`src/logic/gb_timer_pkg.sv`:
```
package gb_timer_pkg;

	// Register offsets within the timer block.
	typedef enum logic [1:0] {
		REG_DIV  = 2'd0,
		REG_TIMA = 2'd1,
		REG_TMA  = 2'd2,
		REG_TAC  = 2'd3
	} reg_addr_e;

	typedef struct packed {
		logic [4:0] unused;
		logic       enable;
		logic [1:0] clk_sel;
	} tac_fields_t;

	// The bus sees TAC as a byte, the counters see its fields.
	typedef union packed {
		logic [7:0]  raw;
		tac_fields_t fields;
	} tac_u;

	// Unused TAC bits read back as ones.
	localparam logic [7:0] TAC_UNUSED_MASK = 8'hF8;

	// Divider bit that clocks TIMA for each clock select.
	function automatic logic [3:0] tap_bit(input logic [1:0] clk_sel);
		case (clk_sel)
			2'd0:    tap_bit = 4'd9;
			2'd1:    tap_bit = 4'd3;
			2'd2:    tap_bit = 4'd5;
			default: tap_bit = 4'd7;
		endcase
	endfunction

endpackage
```
`src/logic/timer_regs_if.sv`:
```
`timescale 1ns/1ps

interface timer_regs_if import gb_timer_pkg::*; ();

	logic       div_clear;
	logic       tima_wr;
	logic [7:0] tima_wdata;
	logic [7:0] tma;
	tac_u       tac;
	logic [7:0] div_value;
	logic [7:0] tima_value;

	modport regs (
		output div_clear, tima_wr, tima_wdata, tma, tac,
		input  div_value, tima_value
	);

	modport core (
		input  div_clear, tima_wr, tima_wdata, tma, tac,
		output div_value, tima_value
	);

endinterface

```
`src/logic/gb_timer_top.sv`:
```
`timescale 1ns/1ps

module gb_timer_top #(
	parameter int APU_TAP_BIT = 12
) (
	input  logic       clkin_a,
	input  logic       rst_n,
	input  logic       psel,
	input  logic       penable,
	input  logic       pwrite,
	input  logic [3:0] paddr,
	input  logic [7:0] pwdata,
	output logic [7:0] prdata,
	output logic       pready,
	output logic       pslverr,
	input  logic       irq_ack,
	output logic       irq,
	output logic       apu_tick
);

	logic tima_tick;
	logic apu_bit;
	logic overflow;

	timer_regs_if regs_if ();

	apb_timer_regs u_regs (
		.clkin_a (clkin_a),
		.rst_n   (rst_n),
		.psel    (psel),
		.penable (penable),
		.pwrite  (pwrite),
		.paddr   (paddr),
		.pwdata  (pwdata),
		.prdata  (prdata),
		.pready  (pready),
		.pslverr (pslverr),
		.regs    (regs_if.regs)
	);

	sys_divider #(
		.APU_TAP_BIT (APU_TAP_BIT)
	) u_divider (
		.clkin_a   (clkin_a),
		.rst_n     (rst_n),
		.core      (regs_if.core),
		.tima_tick (tima_tick),
		.apu_bit   (apu_bit)
	);

	tima_counter u_tima (
		.clkin_a    (clkin_a),
		.rst_n      (rst_n),
		.tima_tick  (tima_tick),
		.tima_wr    (regs_if.tima_wr),
		.tima_wdata (regs_if.tima_wdata),
		.tma        (regs_if.tma),
		.tima_value (regs_if.tima_value),
		.overflow   (overflow)
	);

	timer_irq_out #(
		.APU_TAP_BIT (APU_TAP_BIT)
	) u_irq_out (
		.clkin_a  (clkin_a),
		.rst_n    (rst_n),
		.overflow (overflow),
		.irq_ack  (irq_ack),
		.apu_bit  (apu_bit),
		.irq      (irq),
		.apu_tick (apu_tick)
	);

endmodule

```
`src/logic/timer_irq_out.sv`:
```
`timescale 1ns/1ps

module timer_irq_out #(
	parameter int APU_TAP_BIT = 12
) (
	input  logic clkin_a,
	input  logic rst_n,
	input  logic overflow,
	input  logic irq_ack,
	input  logic apu_bit,
	output logic irq,
	output logic apu_tick
);

	logic apu_prev;

	// The tap has to be a bit of the 16-bit divider.
	if (APU_TAP_BIT < 0 || APU_TAP_BIT > 15) begin : g_bad_tap
		$error("APU_TAP_BIT %0d is outside the divider", APU_TAP_BIT);
	end

	// Interrupt request stays up until acknowledged; a new overflow wins.
	always_ff @(posedge clkin_a or negedge rst_n) begin
		if (!rst_n)
			irq <= 1'b0;
		else if (overflow)
			irq <= 1'b1;
		else if (irq_ack)
			irq <= 1'b0;
	end

	// One frame sequencer step per falling edge of the divider tap.
	always_ff @(posedge clkin_a or negedge rst_n) begin
		if (!rst_n) begin
			apu_prev <= 1'b0;
			apu_tick <= 1'b0;
		end else begin
			apu_prev <= apu_bit;
			apu_tick <= apu_prev && !apu_bit;
		end
	end

endmodule

```
`src/logic/tima_counter.sv`:
```
`timescale 1ns/1ps

module tima_counter (
	input  logic       clkin_a,
	input  logic       rst_n,
	input  logic       tima_tick,
	input  logic       tima_wr,
	input  logic [7:0] tima_wdata,
	input  logic [7:0] tma,
	output logic [7:0] tima_value,
	output logic       overflow
);

	logic [7:0] tima_q;
	logic       at_max;

	assign at_max = (tima_q == 8'hFF);

	// A CPU write beats a tick arriving in the same cycle.
	// The reload from TMA happens on the same edge as the wrap.
	always_ff @(posedge clkin_a or negedge rst_n) begin
		if (!rst_n) begin
			tima_q   <= 8'h00;
			overflow <= 1'b0;
		end else if (tima_wr) begin
			tima_q   <= tima_wdata;
			overflow <= 1'b0;
		end else if (tima_tick) begin
			if (at_max) begin
				tima_q   <= tma;
				overflow <= 1'b1;
			end else begin
				tima_q   <= tima_q + 8'd1;
				overflow <= 1'b0;
			end
		end else begin
			overflow <= 1'b0;
		end
	end

	assign tima_value = tima_q;

endmodule

```
`src/logic/sys_divider.sv`:
```
`timescale 1ns/1ps

module sys_divider import gb_timer_pkg::*; #(
	parameter int APU_TAP_BIT = 12
) (
	input  logic       clkin_a,
	input  logic       rst_n,
	timer_regs_if.core core,
	output logic       tima_tick,
	output logic       apu_bit
);

	logic [15:0] div_cnt;
	logic [3:0]  tap_idx;
	logic        tap_level;
	logic        tap_q;

	always_ff @(posedge clkin_a or negedge rst_n) begin
		if (!rst_n)
			div_cnt <= 16'h0000;
		else if (core.div_clear)
			div_cnt <= 16'h0000;
		else
			div_cnt <= div_cnt + 16'd1;
	end

	// DIV is the upper byte of the system counter.
	assign core.div_value = div_cnt[15:8];

	assign tap_idx = tap_bit(core.tac.fields.clk_sel);

	// The tap is gated by enable before edge detection, so clearing DIV or
	// disabling the timer while the tap is high also counts as a falling edge.
	assign tap_level = div_cnt[tap_idx] && core.tac.fields.enable;

	always_ff @(posedge clkin_a or negedge rst_n) begin
		if (!rst_n) begin
			tap_q     <= 1'b0;
			tima_tick <= 1'b0;
		end else begin
			tap_q     <= tap_level;
			tima_tick <= tap_q && !tap_level;
		end
	end

	assign apu_bit = div_cnt[APU_TAP_BIT];

endmodule

```
`src/logic/apb_timer_regs.sv`:
```
`timescale 1ns/1ps

module apb_timer_regs import gb_timer_pkg::*; (
	input  logic         clkin_a,
	input  logic         rst_n,
	input  logic         psel,
	input  logic         penable,
	input  logic         pwrite,
	input  logic [3:0]   paddr,
	input  logic [7:0]   pwdata,
	output logic [7:0]   prdata,
	output logic         pready,
	output logic         pslverr,
	timer_regs_if.regs   regs
);

	logic      access;
	logic      addr_ok;
	logic      wr_access;
	reg_addr_e addr;
	logic [7:0] tma_q;
	tac_u      tac_q;

	assign access    = psel && penable;
	assign addr_ok   = (paddr[3:2] == 2'b00);
	assign wr_access = access && pwrite && addr_ok;
	assign addr      = reg_addr_e'(paddr[1:0]);

	// Every transfer completes in its first access cycle without wait states.
	assign pready  = 1'b1;
	assign pslverr = access && !addr_ok;

	// Strobes are sampled by the core on the edge that ends the access phase.
	assign regs.div_clear  = wr_access && (addr == REG_DIV);
	assign regs.tima_wr    = wr_access && (addr == REG_TIMA);
	assign regs.tima_wdata = pwdata;

	always_ff @(posedge clkin_a or negedge rst_n) begin
		if (!rst_n) begin
			tma_q     <= 8'h00;
			tac_q.raw <= 8'h00;
		end else if (wr_access) begin
			if (addr == REG_TMA)
				tma_q <= pwdata;
			if (addr == REG_TAC)
				tac_q.raw <= pwdata & ~TAC_UNUSED_MASK;
		end
	end

	assign regs.tma = tma_q;
	assign regs.tac = tac_q;

	always_comb begin
		prdata = 8'h00;
		if (addr_ok) begin
			case (addr)
				REG_DIV:  prdata = regs.div_value;
				REG_TIMA: prdata = regs.tima_value;
				REG_TMA:  prdata = tma_q;
				REG_TAC:  prdata = tac_q.raw | TAC_UNUSED_MASK;
				default:  prdata = 8'h00;
			endcase
		end
	end

endmodule

```
`config.mk`:
```
export PLATFORM = sky130hd
export DESIGN_NAME = gb_timer_top
export DESIGN_NICKNAME = d
export VERILOG_FILES = /design/src/logic/gb_timer_pkg.sv /design/src/logic/timer_regs_if.sv /design/src/logic/gb_timer_top.sv /design/src/logic/timer_irq_out.sv /design/src/logic/tima_counter.sv /design/src/logic/sys_divider.sv /design/src/logic/apb_timer_regs.sv
export SDC_FILE = /design/constraint.sdc
export NUM_CORES = 1
export LEC_CHECK = 0
export ABC_AREA = 1
export BUFFER_PORTS_ARGS = -buffer_cell sky130_fd_sc_hd__buf_4
export CELL_PAD_IN_SITES_DETAIL_PLACEMENT = 0
export CELL_PAD_IN_SITES_GLOBAL_PLACEMENT = 1
export CORE_MARGIN = 5
export CORE_UTILIZATION = 42
export CTS_CLUSTER_SIZE = 12
export DETAILED_ROUTE_END_ITERATION = 8
export GPL_ROUTABILITY_DRIVEN = 0
export GPL_TIMING_DRIVEN = 0
export PLACE_DENSITY_LB_ADDON = 0.05
export SYNTH_ARGS = -nofsm -noshare
export SYNTH_HDL_FRONTEND = slang
export SYNTH_SLANG_ARGS = --single-unit
export TNS_END_PERCENT = 1
```
`constraint.sdc`:
```
create_clock -name clkin_a -period 1.56 [get_ports clkin_a]
set_input_delay 0.312 -clock clkin_a [delete_from_list [all_inputs] [get_ports clkin_a]]
set_output_delay 0.312 -clock clkin_a [all_outputs]
set_load 0.05 [all_outputs]
```
---- Word level (Yosys, flattened, before mapping) ----
Cells that the tools add are included.
storage, ports and cells
  register bits after elaboration ......... 41
  output and inout bits ................... 12
  logic and storage cells ................. 52
  input bits .............................. 18
cells by class
  muxes and demuxes ....................... 14
  order comparisons ....................... 1
  add/subtract/negate cells ............... 2
  equal/unequal tests ..................... 6
  reductions and logical operators ........ 19
operators with widths
  kind                                                                           number
  8-bit 2-to-1 mux                                                               4
  8-bit case mux with 4 select lines                                             1
  16-bit by 1-bit adder with 16-bit output (second input constant)               1
  16-bit 2-to-1 mux                                                              1
  4-bit case mux with 3 select lines                                             1
  1-bit logical AND                                                              9
  8-bit by 1-bit adder with 8-bit output (second input constant)                 1
  8-bit == test (second input constant)                                          1
  2-bit == test (second input constant)                                          3
  2-bit zero test                                                                3
  1-bit 2-to-1 mux                                                               6
  4-bit by 5-bit less-than comparator with 1-bit output (second input constant)  1
  1-bit binary-select mux with 4-bit select                                      1
  2-bit by 1-bit == test with 1-bit output (second input constant)               2
  2-bit AND reduction                                                            2
  2-bit nonzero test                                                             2
  1-bit zero test                                                                3

---- Longest topological paths before layout ----
Gate-level depths: netlist (run 1).
  depth in word-level cells ............... 7
  depth in mapped cells ................... 9
  gate-level depth less buffers ........... 8

---- Worst setup path before layout (run 1) ----
No wires, ideal clock.
  kind .................................... input port to output port
  from .................................... input paddr[0]
  to ...................................... output prdata[2]
  stages .................................. 6
  data required time ...................... 1.248 ns
  arrival ................................. 1.611 ns
  path buffers ............................ 1
  path slack .............................. -0.363 ns
  cell sequence ........................... inv_2 > nand2_1 > buf_2 > o22ai_1 > inv_1 > a21oi_1
on the way
  longest elaborated chain between the ends .. 3
  elaborated cells on any way between the ends .. 6
  classes of those cells .................. eq/ne (3); mux (2); reduce/logical (1)
ends and longest elaborated chain
  item                                         line                  RTL
  from (decl)                                  gb_timer_top.sv:11    input logic [3:0] paddr,
  2-bit == test, or another cell as far along  apb_timer_regs.sv:56  case (addr)
  8-bit case mux with 4 select lines (*)       apb_timer_regs.sv:56
  8-bit 2-to-1 mux (*)                         apb_timer_regs.sv:55  if (addr_ok) begin
  to (decl)                                    gb_timer_top.sv:13    output logic [7:0] prdata,
Mark *: on every way between the ends. The rest lies on a longest branch, timed or not.

---- Worst setup path in the final report (run 1) ----
  from .................................... register u_regs.tac_q, in the netlist u_regs.regs.tac[1]
  to ...................................... output prdata[1]
on the way
  longest elaborated chain between the ends .. 2
ends and longest elaborated chain
  item                                line                  RTL
  from (decl)                         apb_timer_regs.sv:22  tac_u tac_q;
  8-bit case mux with 4 select lines  apb_timer_regs.sv:56
  8-bit 2-to-1 mux                    apb_timer_regs.sv:55
Every way passes these cells.

==> flow_summary.json, run 1 <==
{
  "die_h_um": 86.2,
  "slew_violations": 0,
  "synthArstFlopShare": 1.00,
  "drt_iter0_drc": 56,
  "initial_core_util": 0.437,
  "clockBufferDepth": 2,
  "cp_max_fo": 3,
  "setup_viol_count_final": 0,
  "grt_pass1_wl_um": 10400,
  "path_clk_slew_ns": 0.08,
  "cts_root_buf": "clkbuf_8",
  "fmax_mhz": 647,
  "via_per_inst": 4.83,
  "post_dp_cell_area_mm2": 0.00275,
  "cp.required_ns": 1.25,
  "start_kind": "flop",
  "stdcell_area_mm2": 0.00297,
  "use_met2": 0.263,
  "syn_avg_cell_area_um2": 7.16,
  "violations": "hold timing",
  "wl_um": 6240,
  "syn_inst": 340,
  "clk_latency_ns": 0.30,
  "postCtsHoldBufs": 0,
  "synth_seq_cells": 41,
  "crit_start": "u_regs.regs.tac[1]",
  "worst-slew-pin-transition_ns": 0.555,
  "finalCritPeriodShare": 0.990,
  "reg2reg_depth": 8,
  "rsz0062_at_grt": "true",
  "irDropWorstVdd_mv": 0.753,
  "r2r_end": "u_tima.tima_value[4]",
  "synthTopCellsByArea": "dfrtp_1 (42%), nand2_1 (14%), inv_1 (7.7%), o21ai_0 (6.4%), nor2_1 (6.2%)",
  "dieArea_mm2": 0.00742,
  "critPathKind": "reg -> out",
  "syn-num-nets": 360,
  "grt.total_usage": 0.180,
  "routed-via-count": 2188,
  "path_cells": "inv_2 -> o22ai_2 -> inv_1 -> a21oi_2 -> buf_6",
  "clockPowerShare": 0.195,
  "synth_edf_count": 0,
  "wl_per_cell_um": 13.8,
  "row_count": 27,
  "skew_ns": 0.00609,
  "area_growth_pct": 21.7,
  "rrSetupSlack_ns": 0.12,
  "use_met3": 0.0461,
  "status": "finished with violations",
  "yosys.cell_types.count": 28,
  "reg2reg_from": "u_tima.tima_value[0]",
  "grtUsageMet1": 0.262,
  "synth-seq-area-share": 0.421,
  "cap_viol_max_count": 0,
  "hpwl_um": 4740,
  "synth_top_cell_by_area": "dfrtp_1",
  "cp.arrival_ns": 1.23,
  "cts.sinks": 41,
  "grt_max_degree": 42,
  "diodes": 0,
  "maxSlewHeadroom": 0.627,
  "slowest_delay_ns": 0.36,
  "whs_ns": -0.0134,
  "ios": 30,
  "p_per_area_mw_per_mm2": 1200,
  "cts_buffers": 5,
  "synthFlopType": "dfrtp_1",
  "coreArea_mm2": 0.00557,
  "hold_viol_final": 15,
  "final_core_util": 0.532,
  "antenna_found_initial": 0,
  "p_int_w": 0.00214,
  "leakage_nw": 1.46,
  "crit_path_end": "prdata[1]",
  "busiest_layer": "met2",
  "grt_pass1_vias": 2091,
  "ys_warn_count": 0,
  "drive_gt1_frac": 0.239,
  "grt_remaining_overflow": 0,
  "fin_crit_ns": 1.55,
  "cp_slowest_cell": "dfrtp_1",
  "cts_tree": "built",
  "yosys.area.top_type_share": 0.421,
  "power.switching_w": 0.00141,
  "synth_area_mm2": 0.00244,
  "dr.pass1.iters": 4,
  "p_sw_frac": 0.398,
  "htreeDepth": 2,
  "hold_path.class": "in -> async",
  "die_x_um": 86.2,
  "layout.nets": 400,
  "antenna_left": 0,
  "seqPwrFrac": 0.449,
  "port_buffers": 28,
  "worstSetupEndpointType": "output port",
  "p_comb_frac": 0.356,
  "drc_errors": 0
}
synth_stat cells (all sizes together) (2+ instances only):
cell,number
nand2,94
nand3,25
nor2,47
a21oi,12
inv,54
nand4,3
o21bai,3
ha,2
o22ai,8
buf,6
nor3,4
dfrtp,41
o21ai,36
sequential cells by signal, indices dropped and copies added (netlist names):
register	count
u_divider.div_cnt	16
u_regs.regs.tma	8
u_tima.tima_value	8
u_regs.regs.tac	3
u_divider.tap_q	1
u_divider.tima_tick	1
u_irq_out.apu_prev	1
u_irq_out.apu_tick	1
u_irq_out.irq	1
u_tima.overflow	1
power by group through the flow:
stage	sequential (W)	clock, W	combinational (W)
final	0.00160	0.000692	0.00127
after global routing	0.00165	0.000759	0.00146
after CTS	0.00160	0.000712	0.00116
after detailed placement	0.00161	0	0.00114
after global placement	0.00161	0	0.00112
after floorplan	0.00153	0	0.000860
worst max-delay path: cells and delay by family, from the launching register on:
kind | cells | cell delay, ns
buffers and inverters | 3 | 0.30
AOI/OAI and AO/OA | 2 | 0.28
DFF | 1 | 0.36
how the worst min path moves through the flow:
stage          start                     to  depth (start not counted)
4_1_cts        rst_n     u_regs.regs.tma[6]                          1
6_report       rst_n  u_divider.div_cnt[14]                          1
5_1_grt        rst_n  u_divider.div_cnt[14]                          1
2_1_floorplan  rst_n   u_divider.div_cnt[0]                          0
3_5_place_dp   rst_n  u_divider.div_cnt[14]                          1
3_3_place_gp   rst_n  u_divider.div_cnt[10]                          1
area by class of cell:
cell class	instances	area (µm²)
buffer	6	67.6
clock buffer	8	80.1
fill	574	2610
inverter	54	210
multi-input combinational	239	1210
sequential	41	1040
tap	72	90.1
timing repair buffer	33	267
through the flow:
step                total power, W  setup TNS (ns)  hold slack, ns  std cells  setup WS [ns]
floorplan                  0.00239          -0.845          0.0164        340         -0.153
global placement           0.00273          -0.672           0.335        440         -0.172
detailed placement         0.00275          -0.685           0.343        440         -0.171
CTS                        0.00347         -0.0396          0.0198        448        -0.0187
global route               0.00386          -0.149          0.0374        453        -0.0497
finish                     0.00356               0         -0.0134        453         0.0148
routing by layer:
layer  vias to the layer above  wire length (µm)
li1                       1158                 -
met1                       977              3140
met2                        45              2650
met3                         8               363
met4                         0                81
met5                         -                 0
cells in the final DEF, fill, tap and decap left out, types with 4 or more instances in the layout:
cell | Yosys | layout
o21ai_0 | 31 | 24
dfrtp_1 | 41 | 33
nor2_4 | 5 | 5
o21ai_1 | 5 | 12
nand2_1 | 89 | 87
o22ai_1 | 8 | 4
inv_1 | 50 | 45
buf_4 | 2 | 29
nor2_1 | 40 | 36
inv_2 | 4 | 8
dfrtp_2 | 0 | 8
nand2_2 | 5 | 6
buf_6 | 3 | 9
nand3_1 | 23 | 23
o22ai_2 | 0 | 4
a21oi_1 | 12 | 9
nor2_2 | 2 | 6
clkbuf_8 | 0 | 5
repair_timing:
action                     4_1_cts  5_1_grt
hold endpoints to repair         0        0
setup endpoints to repair        8       10
pin swaps                        2        6
gates cloned                     0        0
setup buffers                    0        5
resized for setup               14       29
cell families (layout without fill, tap and decap cells):
| group | after synthesis | in the layout | synth area share |
|---|---|---|---|
| DFF | 41 | 41 | 0.421 |
| AOI/OAI and AO/OA | 59 | 59 | 0.128 |
| xor gates and xnor gates | 2 | 2 | 0.00719 |
| adders and majority gates | 2 | 2 | 0.0103 |
| buffers and inverters | 60 | 101 | 0.105 |
| and+or+nand+nor | 175 | 175 | 0.326 |
| other | 1 | 1 | 0.00154 |
Power figures use the tool's default switching activity.
==> run 2: changes to the inputs <==
ABC_AREA = unset   (was 1)
CELL_PAD_IN_SITES_DETAIL_PLACEMENT = unset   (was 0)
CELL_PAD_IN_SITES_GLOBAL_PLACEMENT = unset   (was 1)
CORE_MARGIN = unset   (was 5)
CORE_UTILIZATION = unset   (was 42)
CTS_BUF_LIST = sky130_fd_sc_hd__clkbuf_16   (was unset)
PLACE_DENSITY_LB_ADDON = unset   (was 0.05)
SYNTH_HIERARCHICAL = 1   (was unset)
==> run 2 against run 1 <==
Net effect:
- the flow now stops in synthesis
==> flow_summary.json, run 2 <==
{
  "synthTopCellsByArea": "dfrtp_1 (40%), buf_4 (8.8%), mux2_4 (4.7%), mux2_2 (4.0%), mux4_2 (3.5%)",
  "synth.most_common_cell": "dfrtp_1",
  "synthMuxAreaShare": 0.151,
  "synth_seq_cells": 41,
  "yosys.cell_types.count": 51,
  "yosysChipArea_mm2": 0.00255,
  "synth-simple-area-share": 0.213,
  "synth_edf_count": 0,
  "ys_warn_count": 0,
  "ys_cells": 249,
  "synth_top_family_by_area": "simple AND/OR/NAND/NOR gates",
  "synthFlopType": "dfrtp_1",
  "synth_xor_area_frac": 0.0137,
  "synth_adder_area_share": 0.00981,
  "error": "ERROR: Found 8 problems in 'check -assert'.",
  "synth-seq-area-share": 0.402,
  "yosys.area.top_type_share": 0.402,
  "synth_common_cells": "dfrtp_1 (41), buf_4 (30), nor2_1 (18), a21oi_1 (17), nand2_1 (11)",
  "synth-compound-area-share": 0.0903,
  "status": "did not finish",
  "stop_stage": "synthesis",
  "synthArstFlopShare": 1.00,
  "synth_top_cell_by_area": "dfrtp_1"
}
run 2: cell count changes after synthesis, moves of 5 or more:
cell,previous run,this run
a21oi_1,12,17
buf_4,2,30
inv_1,50,4
mux2_2,0,9
mux2_4,0,8
nand2_1,89,11
nand2_2,5,0
nand3_1,23,9
nor2_1,40,18
nor2_4,5,0
nor2b_1,0,7
nor3b_1,0,6
o21ai_0,31,3
o31ai_1,0,6
run 2: cells by family after synthesis:
| kind of cell | after synthesis |
|---|---|
| simple gates | 89 |
| buf+inv | 43 |
| flops | 41 |
| compound gates | 39 |
| mux | 28 |
| xor+xnor | 4 |
| other cells | 3 |
| fa+ha+maj | 2 |
